## src/verilog/rv_decode_pkg.sv

```systemverilog
`default_nettype none

package rv_decode_pkg;

    //////////////////////////////////////////////////////////////////////
    // widths fixed by the RV32I ISA.
    //////////////////////////////////////////////////////////////////////

    localparam int XLEN      = 32;
    localparam int NUM_REGS  = 32;
    localparam int REG_NUM_W = $clog2(NUM_REGS);
    localparam int OPCODE_W  = 7;
    localparam int FUNCT3_W  = 3;
    localparam int FUNCT7_W  = 7;

    typedef logic [XLEN-1:0]      word_t;
    typedef logic [REG_NUM_W-1:0] reg_num_t;
    typedef logic [FUNCT3_W-1:0]  funct3_t;
    typedef logic [FUNCT7_W-1:0]  funct7_t;

    // major opcodes of RV32I.
    // NONE is not an ISA encoding, it marks a bubble or an unknown opcode.
    typedef enum logic [OPCODE_W-1:0] {
        NONE   = 7'b0000000,
        LUI    = 7'b0110111,
        AUIPC  = 7'b0010111,
        JAL    = 7'b1101111,
        JALR   = 7'b1100111,
        BRANCH = 7'b1100011,
        LOAD   = 7'b0000011,
        STORE  = 7'b0100011,
        OP_IMM = 7'b0010011,
        OP     = 7'b0110011
    } opcode_e;

    // funct3 codes of the conditional branches.
    localparam funct3_t F3_BEQ  = 3'b000;
    localparam funct3_t F3_BNE  = 3'b001;
    localparam funct3_t F3_BLT  = 3'b100;
    localparam funct3_t F3_BGE  = 3'b101;
    localparam funct3_t F3_BLTU = 3'b110;
    localparam funct3_t F3_BGEU = 3'b111;

    //////////////////////////////////////////////////////////////////////
    // bundles between decode and its neighbors.
    //////////////////////////////////////////////////////////////////////

    // what decode hands to execute each cycle.
    typedef struct packed {
        logic     valid;
        word_t    pc;
        word_t    rs1_val;
        word_t    rs2_val;
        word_t    imm;
        reg_num_t rd;
        opcode_e  opcode;
        funct3_t  funct3;
        funct7_t  funct7;
    } id_ex_t;

    // redirect request for fetch.
    typedef struct packed {
        logic  taken;
        word_t target;
    } branch_t;

    // an all-zero bundle is a bubble, since NONE encodes as zero.
    localparam id_ex_t  ID_EX_BUBBLE     = '0;
    localparam branch_t BRANCH_NOT_TAKEN = '0;

endpackage

`default_nettype wire

```

## src/verilog/register_file.sv

```systemverilog
`default_nettype none

module register_file (
    input  wire                    i_clk,
    input  wire                    i_rst_n,
    input  rv_decode_pkg::reg_num_t i_rs1_num,
    input  rv_decode_pkg::reg_num_t i_rs2_num,
    input  wire                    i_wr_en,
    input  rv_decode_pkg::reg_num_t i_wr_num,
    input  rv_decode_pkg::word_t    i_wr_data,
    output rv_decode_pkg::word_t    o_rs1_val,
    output rv_decode_pkg::word_t    o_rs2_val
);

    import rv_decode_pkg::*;

    // register zero has no storage behind it.
    word_t regs [1:NUM_REGS-1];

    logic wr_hit;

    // a write to register zero is dropped here, so it never reaches the array.
    assign wr_hit = i_wr_en && (i_wr_num != '0);

    //////////////////////////////////////////////////////////////////////
    // write port
    //////////////////////////////////////////////////////////////////////

    always_ff @(posedge i_clk or negedge i_rst_n) begin
        if (!i_rst_n) begin
            for (int i = 1; i < NUM_REGS; i++) begin
                regs[i] <= '0;
            end
        end else if (wr_hit) begin
            regs[i_wr_num] <= i_wr_data;
        end
    end

    //////////////////////////////////////////////////////////////////////
    // read ports
    //////////////////////////////////////////////////////////////////////

    // one read port.
    // A write to the same register in this cycle is passed straight through,
    // so writeback and decode may touch the same register without a stall.
    function automatic word_t read_port(input reg_num_t num);
        word_t val;
        if (num == '0) begin
            val = '0;
        end else if (wr_hit && (i_wr_num == num)) begin
            val = i_wr_data;
        end else begin
            val = regs[num];
        end
        return val;
    endfunction

    always_comb begin
        o_rs1_val = read_port(i_rs1_num);
        o_rs2_val = read_port(i_rs2_num);
    end

endmodule

`default_nettype wire

```

## src/verilog/branch_unit.sv

```systemverilog
`default_nettype none

module branch_unit (
    input  rv_decode_pkg::word_t   i_pc,
    input  rv_decode_pkg::opcode_e i_opcode,
    input  rv_decode_pkg::funct3_t i_funct3,
    input  rv_decode_pkg::word_t   i_rs1_val,
    input  rv_decode_pkg::word_t   i_rs2_val,
    input  rv_decode_pkg::word_t   i_imm,
    output rv_decode_pkg::branch_t o_branch
);

    import rv_decode_pkg::*;

    logic  rs_eq;
    logic  rs_lt;
    logic  rs_ltu;
    logic  cond_met;
    word_t pc_rel_target;
    word_t reg_rel_target;

    //////////////////////////////////////////////////////////////////////
    // operand compares
    //////////////////////////////////////////////////////////////////////

    // the three compares cover all six conditions, the others are inverses.
    assign rs_eq  = (i_rs1_val == i_rs2_val);
    assign rs_lt  = ($signed(i_rs1_val) < $signed(i_rs2_val));
    assign rs_ltu = (i_rs1_val < i_rs2_val);

    always_comb begin
        case (i_funct3)
            F3_BEQ:  cond_met = rs_eq;
            F3_BNE:  cond_met = !rs_eq;
            F3_BLT:  cond_met = rs_lt;
            F3_BGE:  cond_met = !rs_lt;
            F3_BLTU: cond_met = rs_ltu;
            F3_BGEU: cond_met = !rs_ltu;
            // codes 010 and 011 are reserved and never branch.
            default: cond_met = 1'b0;
        endcase
    end

    //////////////////////////////////////////////////////////////////////
    // targets
    //////////////////////////////////////////////////////////////////////

    // branches and JAL are relative to the instruction's own pc.
    assign pc_rel_target = i_pc + i_imm;

    // JALR drops bit 0 of the sum, as the ISA requires.
    assign reg_rel_target = (i_rs1_val + i_imm) & ~word_t'(1);

    always_comb begin
        o_branch = BRANCH_NOT_TAKEN;
        case (i_opcode)
            BRANCH: begin
                o_branch.taken  = cond_met;
                o_branch.target = pc_rel_target;
            end
            JAL: begin
                o_branch.taken  = 1'b1;
                o_branch.target = pc_rel_target;
            end
            JALR: begin
                o_branch.taken  = 1'b1;
                o_branch.target = reg_rel_target;
            end
            default: begin
                o_branch = BRANCH_NOT_TAKEN;
            end
        endcase
    end

endmodule

`default_nettype wire

```

## src/verilog/data_hazard_unit.sv

```systemverilog
`default_nettype none

module data_hazard_unit (
    input  rv_decode_pkg::opcode_e  i_opcode,
    input  rv_decode_pkg::reg_num_t i_rs1_num,
    input  rv_decode_pkg::reg_num_t i_rs2_num,
    input  rv_decode_pkg::reg_num_t i_id_ex_rd,
    input  rv_decode_pkg::reg_num_t i_ex_mem_rd,
    output logic                    o_stall
);

    import rv_decode_pkg::*;

    logic uses_rs1;
    logic uses_rs2;
    logic rs1_busy;
    logic rs2_busy;

    // which source fields are real operands for this format.
    // For I-type and U-type the rs2 bits belong to the immediate.
    always_comb begin
        uses_rs1 = 1'b0;
        uses_rs2 = 1'b0;
        case (i_opcode)
            JALR, LOAD, OP_IMM: begin
                uses_rs1 = 1'b1;
            end
            BRANCH, STORE, OP: begin
                uses_rs1 = 1'b1;
                uses_rs2 = 1'b1;
            end
            default: begin
                uses_rs1 = 1'b0;
                uses_rs2 = 1'b0;
            end
        endcase
    end

    // register zero is never a hazard. A younger stage with no result
    // presents zero, so it can never match a busy source either.
    always_comb begin
        rs1_busy = (i_rs1_num != '0) &&
                   ((i_rs1_num == i_id_ex_rd) || (i_rs1_num == i_ex_mem_rd));
        rs2_busy = (i_rs2_num != '0) &&
                   ((i_rs2_num == i_id_ex_rd) || (i_rs2_num == i_ex_mem_rd));
    end

    // there is no forwarding, so the instruction waits for writeback.
    // This also covers branches, which need final operands in decode.
    assign o_stall = (uses_rs1 && rs1_busy) || (uses_rs2 && rs2_busy);

endmodule

`default_nettype wire

```

## src/verilog/decode_stage.sv

```systemverilog
`default_nettype none

module decode_stage (
    input  wire                     i_clk,
    input  wire                     i_rst_n,
    input  rv_decode_pkg::word_t    i_inst,
    input  rv_decode_pkg::word_t    i_pc,
    input  wire                     i_wb_en,
    input  rv_decode_pkg::reg_num_t i_wb_rd,
    input  rv_decode_pkg::word_t    i_wb_data,
    input  rv_decode_pkg::reg_num_t i_id_ex_rd,
    input  rv_decode_pkg::reg_num_t i_ex_mem_rd,
    output logic                    o_stall,
    output rv_decode_pkg::branch_t  o_branch,
    output rv_decode_pkg::id_ex_t   o_id_ex
);

    import rv_decode_pkg::*;

    logic [OPCODE_W-1:0] opcode_raw;
    opcode_e             opcode;
    reg_num_t            rd_num;
    reg_num_t            rs1_num;
    reg_num_t            rs2_num;
    funct3_t             funct3;
    funct7_t             funct7;
    word_t               imm;
    word_t               rs1_val;
    word_t               rs2_val;
    branch_t             branch_raw;
    id_ex_t              id_ex_next;

    //////////////////////////////////////////////////////////////////////
    // field extraction
    //////////////////////////////////////////////////////////////////////

    assign opcode_raw = i_inst[6:0];
    assign rd_num     = i_inst[11:7];
    assign funct3     = i_inst[14:12];
    assign rs1_num    = i_inst[19:15];
    assign rs2_num    = i_inst[24:20];
    assign funct7     = i_inst[31:25];

    // only the nine RV32I major opcodes pass through.
    // Anything else becomes NONE and is treated like a bubble downstream.
    always_comb begin
        case (opcode_raw)
            LUI, AUIPC, JAL, JALR, BRANCH, LOAD, STORE, OP_IMM, OP: begin
                opcode = opcode_e'(opcode_raw);
            end
            default: begin
                opcode = NONE;
            end
        endcase
    end

    //////////////////////////////////////////////////////////////////////
    // immediate generation
    //////////////////////////////////////////////////////////////////////

    // bit 31 of the instruction is always the sign bit of the immediate.
    always_comb begin
        case (opcode)
            JALR, LOAD, OP_IMM: begin
                imm = {{20{i_inst[31]}}, i_inst[31:20]};
            end
            STORE: begin
                imm = {{20{i_inst[31]}}, i_inst[31:25], i_inst[11:7]};
            end
            BRANCH: begin
                imm = {{19{i_inst[31]}}, i_inst[31], i_inst[7],
                       i_inst[30:25], i_inst[11:8], 1'b0};
            end
            LUI, AUIPC: begin
                imm = {i_inst[31:12], 12'b0};
            end
            JAL: begin
                imm = {{11{i_inst[31]}}, i_inst[31], i_inst[19:12],
                       i_inst[20], i_inst[30:21], 1'b0};
            end
            default: begin
                imm = '0;
            end
        endcase
    end

    //////////////////////////////////////////////////////////////////////
    // units
    //////////////////////////////////////////////////////////////////////

    register_file register_file_inst (
        .i_clk     (i_clk),
        .i_rst_n   (i_rst_n),
        .i_rs1_num (rs1_num),
        .i_rs2_num (rs2_num),
        .i_wr_en   (i_wb_en),
        .i_wr_num  (i_wb_rd),
        .i_wr_data (i_wb_data),
        .o_rs1_val (rs1_val),
        .o_rs2_val (rs2_val)
    );

    branch_unit branch_unit_inst (
        .i_pc      (i_pc),
        .i_opcode  (opcode),
        .i_funct3  (funct3),
        .i_rs1_val (rs1_val),
        .i_rs2_val (rs2_val),
        .i_imm     (imm),
        .o_branch  (branch_raw)
    );

    data_hazard_unit data_hazard_unit_inst (
        .i_opcode    (opcode),
        .i_rs1_num   (rs1_num),
        .i_rs2_num   (rs2_num),
        .i_id_ex_rd  (i_id_ex_rd),
        .i_ex_mem_rd (i_ex_mem_rd),
        .o_stall     (o_stall)
    );

    // operands read during a stall are stale, so no redirect may leave.
    // fetch sees the branch again once the hazard clears.
    assign o_branch = o_stall ? BRANCH_NOT_TAKEN : branch_raw;

    //////////////////////////////////////////////////////////////////////
    // ID/EX pipeline register
    //////////////////////////////////////////////////////////////////////

    always_comb begin
        id_ex_next.valid   = (opcode != NONE);
        id_ex_next.pc      = i_pc;
        id_ex_next.rs1_val = rs1_val;
        id_ex_next.rs2_val = rs2_val;
        id_ex_next.imm     = imm;
        id_ex_next.rd      = rd_num;
        id_ex_next.opcode  = opcode;
        id_ex_next.funct3  = funct3;
        id_ex_next.funct7  = funct7;
    end

    // a stalled cycle sends a bubble to execute.
    // The held instruction is captured in the first cycle without a stall.
    always_ff @(posedge i_clk or negedge i_rst_n) begin
        if (!i_rst_n) begin
            o_id_ex <= ID_EX_BUBBLE;
        end else if (o_stall) begin
            o_id_ex <= ID_EX_BUBBLE;
        end else begin
            o_id_ex <= id_ex_next;
        end
    end

endmodule

`default_nettype wire

```

## config.mk

```make
export PLATFORM = sky130hd
export DESIGN_NAME = decode_stage
export DESIGN_NICKNAME = d
export VERILOG_FILES = /design/src/verilog/rv_decode_pkg.sv /design/src/verilog/register_file.sv /design/src/verilog/branch_unit.sv /design/src/verilog/data_hazard_unit.sv /design/src/verilog/decode_stage.sv
export SDC_FILE = /design/constraint.sdc
export NUM_CORES = 2
export LEC_CHECK = 0
export BUFFER_PORTS_ARGS = -buffer_cell sky130_fd_sc_hd__buf_2
export CAP_MARGIN = 20
export CORE_MARGIN = 3
export CORE_UTILIZATION = 35
export CTS_BUF_LIST = sky130_fd_sc_hd__clkbuf_4
export CTS_CLUSTER_SIZE = 25
export DETAILED_ROUTE_END_ITERATION = 10
export GPL_TIMING_DRIVEN = 0
export PLACE_DENSITY_LB_ADDON = 0.1
export SYNTH_ARGS = -nofsm -noshare
export SYNTH_HDL_FRONTEND = slang
export SYNTH_HIERARCHICAL = 1
export SYNTH_SLANG_ARGS = --single-unit
```

## constraint.sdc

```tcl
create_clock -name i_clk -period 11.9 [get_ports i_clk]
set_input_delay 2.38 -clock i_clk [delete_from_list [all_inputs] [get_ports i_clk]]
set_output_delay 2.38 -clock i_clk [all_outputs]
set_load 0.01 [all_outputs]
```

# [Word-level counts from Yosys, hierarchy flattened]
# Index checks and enable logic that the tools add are counted.
[totals] register_bits=1143 in_bits=114 output_inout_bits=185 elab_cells=128
[op_classes] addsub=2 order_cmp=6 eq_ne=30 n_mux=21 n_bitwise=3 n_reduce_logical=26
[op_table] cell="$bwmux W992" n=1
[op_table] cell="$bmux W32 S5" n=2
[op_table] cell="$mux W32" n=9
[op_table] cell="$demux W32 S5" n=1
[op_table] cell="$pmux W32 S5" n=1
[op_table] cell="$mux W151" n=1
[op_table] cell="$pmux W33 S3" n=1
[op_table] cell="$add A32 B32 Y32" n=2
[op_table] cell="$lt A32 B32 Y1" n=2
[op_table] cell="$eq A7 B6 Y1 const B" n=6
[op_table] cell="$eq A7 B7 Y1 const B" n=6
[op_table] cell="$mux W33" n=1
[op_table] cell="$eq A32 B32 Y1" n=1
[op_table] cell="$eq A5 B5 Y1" n=6
[op_table] cell="$eq A7 B5 Y1 const B" n=4
[op_table] cell="$ge A6 B6 Y1 const B" n=3
[op_table] cell="$not A5 Y6" n=3
[op_table] cell="$reduce_bool A5 Y1" n=3
[op_table] cell="$eq A7 B2 Y1 const B" n=2
[op_table] cell="$eq A3 B3 Y1 const B" n=4
[op_table] cell="$logic_not A5 Y1" n=2
[op_table] cell="$reduce_or A9 Y1" n=1
[op_table] cell="$logic_and A1 B1 Y1" n=8
[op_table] cell="$mux W7" n=1
[op_table] cell="11 further kinds" n=17

# [Longest topological paths before layout]
[depth] ltp_word=11 ltp_mapped=22 mapped_depth_nobuf=17

# [Hierarchy]
# Netlist, hierarchy kept.
[by_module_without_submodules] module="register_file" instances=1 cells_per_inst=3615 area_per_inst_um2=53659.0 seq_area_each_um2=24823.8
[by_module_without_submodules] module="decode_stage" instances=1 cells_per_inst=450 area_per_inst_um2=5660.4 seq_area_each_um2=3778.6
[by_module_without_submodules] module="branch_unit" instances=1 cells_per_inst=561 area_per_inst_um2=4108.9 seq_area_each_um2=0.0
[by_module_without_submodules] module="data_hazard_unit" instances=1 cells_per_inst=41 area_per_inst_um2=297.8 seq_area_each_um2=0.0

# [Worst setup path after synthesis]
# No wires, ideal clock.
[synth_path] kind="in2out" from="in i_inst[17]" to="out o_branch[30] (netlist bit)" arrival_time_ns=6.784 slack_ns=2.736 cell_stages=19 cell_sequence="buf_2 > buf_2 > clkbuf_1 > mux4_2 > a211oi_1 > a21oi_1 > a221o_1 > and2_1 > fa_1 > a211o_1 > a31o_2 > a211o_1 > o41ai_2 > a21oi_2 > nor2_1 > o21ai_0 > xnor2_1 > o221ai_1 > nor2b_1"
[synth_rtl] element="start, declared" line="decode_stage.sv:6" source="input rv_decode_pkg::word_t i_inst,"
[synth_rtl] element="end, declared" line="decode_stage.sv:14" source="output rv_decode_pkg::branch_t o_branch,"

==> impl_metrics.yaml <==
place:
  gp_congestion: 0.948
  dpl.hpwl_um: 209000
  dp_slack_ns: 0.229
  io_buffers: 294
drt:
  wl_um: 278000
  dr_total_vias: 47100
  wire_per_inst_um: 35.0
  drc_errors: 0
  firstDrtPassIters: 6
  via_per_inst: 5.94
  antenna_left: 0
  drt-initial-drc-count: 4489
die:
  die_w_um: 433
  pin_count: 299
  start_util_pct: 35.4
  die_area_mm2: 0.187
  core.rowCount: 155
  die-height_um: 433
  fp.coreArea_mm2: 0.180
power:
  ir_drop_uv: 120
  pwr_density_cell_mw_per_mm2: 162
  p_leak_nw: 32.8
synthesis:
  yosys_most_used_dff: "dfrtp_1"
  syn-num-nets: 4876
  ys_warn_count: 6
  syn_area_mm2: 0.0637
  seq_area_frac_synth_pct: 44.9
  ys_ff_latch: 1143
  syn_avg_cell_area_um2: 13.7
  yosysTopAreaCell: "dfrtp_1"
  synth_edf_count: 0
  async_reset_ff_share_pct: 100
  ys_top_cells_by_area: "dfrtp_1 (45%), mux2_2 (18%), mux4_2 (17%), nor2b_1 (2.0%), ha_1 (1.8%)"
  ys_types: 86
  synth_top_area_share_pct: 44.9
  synth_cells: 4667
worst_setup_path:
  start_kind: "input port"
  crit_fanout: 10
  crit_path_end_kind: "output port"
  cp.arrival_ns: 9.37
  reg2reg_from: "register_file_inst/regs[558]"
  crit_required_ns: 9.52
  worst-setup-path-type: "input port to output port"
  reg2reg_slack_ns: 9.05
  worstRegToRegCells: 5
  r2r_end: "o_id_ex[68]"
sta:
  drv_slew: 0
  hold-worst-slack_ns: 0.504
  finalHoldViolCount: 0
  fmax_mhz: 85.1
  fin_crit_sh_pct: 98.7
  slew_headroom_pct: 19.0
  period_minus_slack_ns: 11.75
  finalSetupViolCount: 0
  rsz0062_at_grt: "no"
  finClkSkew_ns: 0.127
  worst_slack_ns: 0.153
  fin_setup_tns_ns: 0
  tightest_slew_ns: 1.21
global_routing:
  grt_use_total_pct: 29.4
  grt_start_max_net_pins: 155
  grt_pass1_vias: 47800
  grt_overflow: 0
  antenna_found_initial: 24
  grt_pass1_wl_um: 383000
flow_run:
  maxCapViolCount: 0
status:
  outcome: "finished clean"
worst_hold_path:
  whs_endpoint: "register_file_inst/regs[907]"
  min_from: "register_file_inst/regs[907]"
  whs_path_depth: 2
  hold_class: "flip-flop to flip-flop"
finish:
  syn_to_final_growth_pct: 14.7
  drive_gt1_share_pct: 45.8
  post-route-util_pct: 40.6
  nNetsFinal: 5551
clock_network:
  ctsResizeCount: 0
  cts.sinks: 1143
  cts_max_level: 5
  clk_pin_slew_worst_paths_ns: 0.05
  cts_setup_buffers: 0
  cts_tree: "built"
  root_buffer: "clkbuf_4"
  clock_latency_ns: 1.40
  clk_path_buf_depth: 4
  numCtsBuffers: 346
  holdBufCountCts: 0
## final cells by class
cell class | count | area (µm²)
antenna | 16 | 40.0
buffer | 434 | 1990
clock buffer | 500 | 3750
clock inverter | 77 | 434
fill | 17200 | 107000
inverter | 67 | 251
multi-input combinational | 3023 | 32900
sequential | 1143 | 28600
tap | 2355 | 2950
timing repair buffer | 327 | 2160
## where the power goes
part | internal [mW] | switching, mW
Combinational | 1.45 | 1.43
Clock | 2.02 | 1.83
Sequential | 4.60 | 0.518
## worst max-delay path: stages
cell and delay (ns):
buf_2 0.25, buf_2 0.28, buf_2 0.61, buf_4 0.42, buf_2 0.55, mux2i_1 0.63, a21oi_1 0.17, a221o_1 0.55
and2_1 0.29, fa_1 0.44, a211o_1 0.34, a31o_2 0.28, a211o_1 0.42, o41ai_2 0.48, a21oi_2 0.17, nor2_1 0.18
o21ai_0 0.13, xnor2_1 0.19, o221ai_1 0.21, nor2b_1 0.19, buf_2 0.16
## cells by family (layout without fill, tap and decap cells)
group / after synthesis / after routing / synth area share (%)
AO/OA/AOI/OAI: 599 / 599 / 6.50
XOR/XNOR: 92 / 92 / 1.26
adder cells (fa/ha/maj): 95 / 95 / 1.89
buffers and inverters: 501 / 1405 / 3.52
flip-flops: 1143 / 1143 / 44.9
multiplexers: 1620 / 1620 / 36.8
other: 0 / 16 / 0
AND/OR/NAND/NOR: 617 / 617 / 5.13
## cells in the final DEF (no fill, tap or decap), drive strengths merged, types with 93 or more instances in the layout
| cell type | instances |
|---|---|
| dfrtp | 1143 |
| mux2 | 1038 |
| clkbuf | 733 |
| buf | 527 |
| mux4 | 475 |
| nor2b | 199 |
| a21oi | 148 |
| nand2 | 127 |
| mux2i | 107 |
| nor2 | 105 |
| ha | 93 |
## routing by layer
metal  share of wire, %  GRT usage [%]  vias to the layer above
met5             0.0083              0                        -
met4                4.5           13.1                        4
met3                7.7           6.58                      528
met2                 46           46.7                     2347
met1                 41           38.4                    24900
li1                   -              -                    19300
## worst max path at each step
stage	end	startpoint	slack, ns
global route	o_branch[30]	i_inst[17]	0.07
detailed placement	o_branch[30]	i_inst[17]	0.23
CTS	o_branch[30]	i_inst[17]	0.22
global placement	register_file_inst/regs[26]	i_rst_n	-18.64
floorplan	o_branch[30]	i_inst[17]	2.74
finish	o_branch[30]	i_inst[17]	0.15
## sequential cells by signal, summed over array words and instances (netlist names)
signal,cells
o_id_ex,151
register_file_inst/regs,992
## cells in the mapped netlist, types with 16 or more instances
cell,number
a21oi_1,145
o211ai_1,22
dfrtp_1,1143
clkinv_1,16
o21ai_0,60
mux4_2,475
ha_1,93
a21o_1,61
inv_1,51
o221ai_1,20
a22o_1,20
mux2i_1,107
nor2_1,105
buf_6,18
nand3_1,19
nand2_1,127
xor2_1,59
a31oi_1,23
buf_4,22
a211oi_1,26
and2_1,23
mux2_2,1037
nor3_1,51
xnor2_1,33
buf_2,114
clkbuf_1,233
a221o_1,23
o22ai_1,55
a221oi_1,53
buf_1,47
nor2b_1,199
## metrics by stage
step / cell area [µm²] / instances / total power, mW
final: 73100 / 7942 / 11.8
after global routing: 73000 / 7931 / 12.4
after CTS: 73000 / 7926 / 11.9
after detailed placement: 68800 / 7349 / 8.01
after global placement: 68100 / 7316 / 7.94
after floorplan: 63700 / 4667 / 6.87
Power figures use the tool's default switching activity.
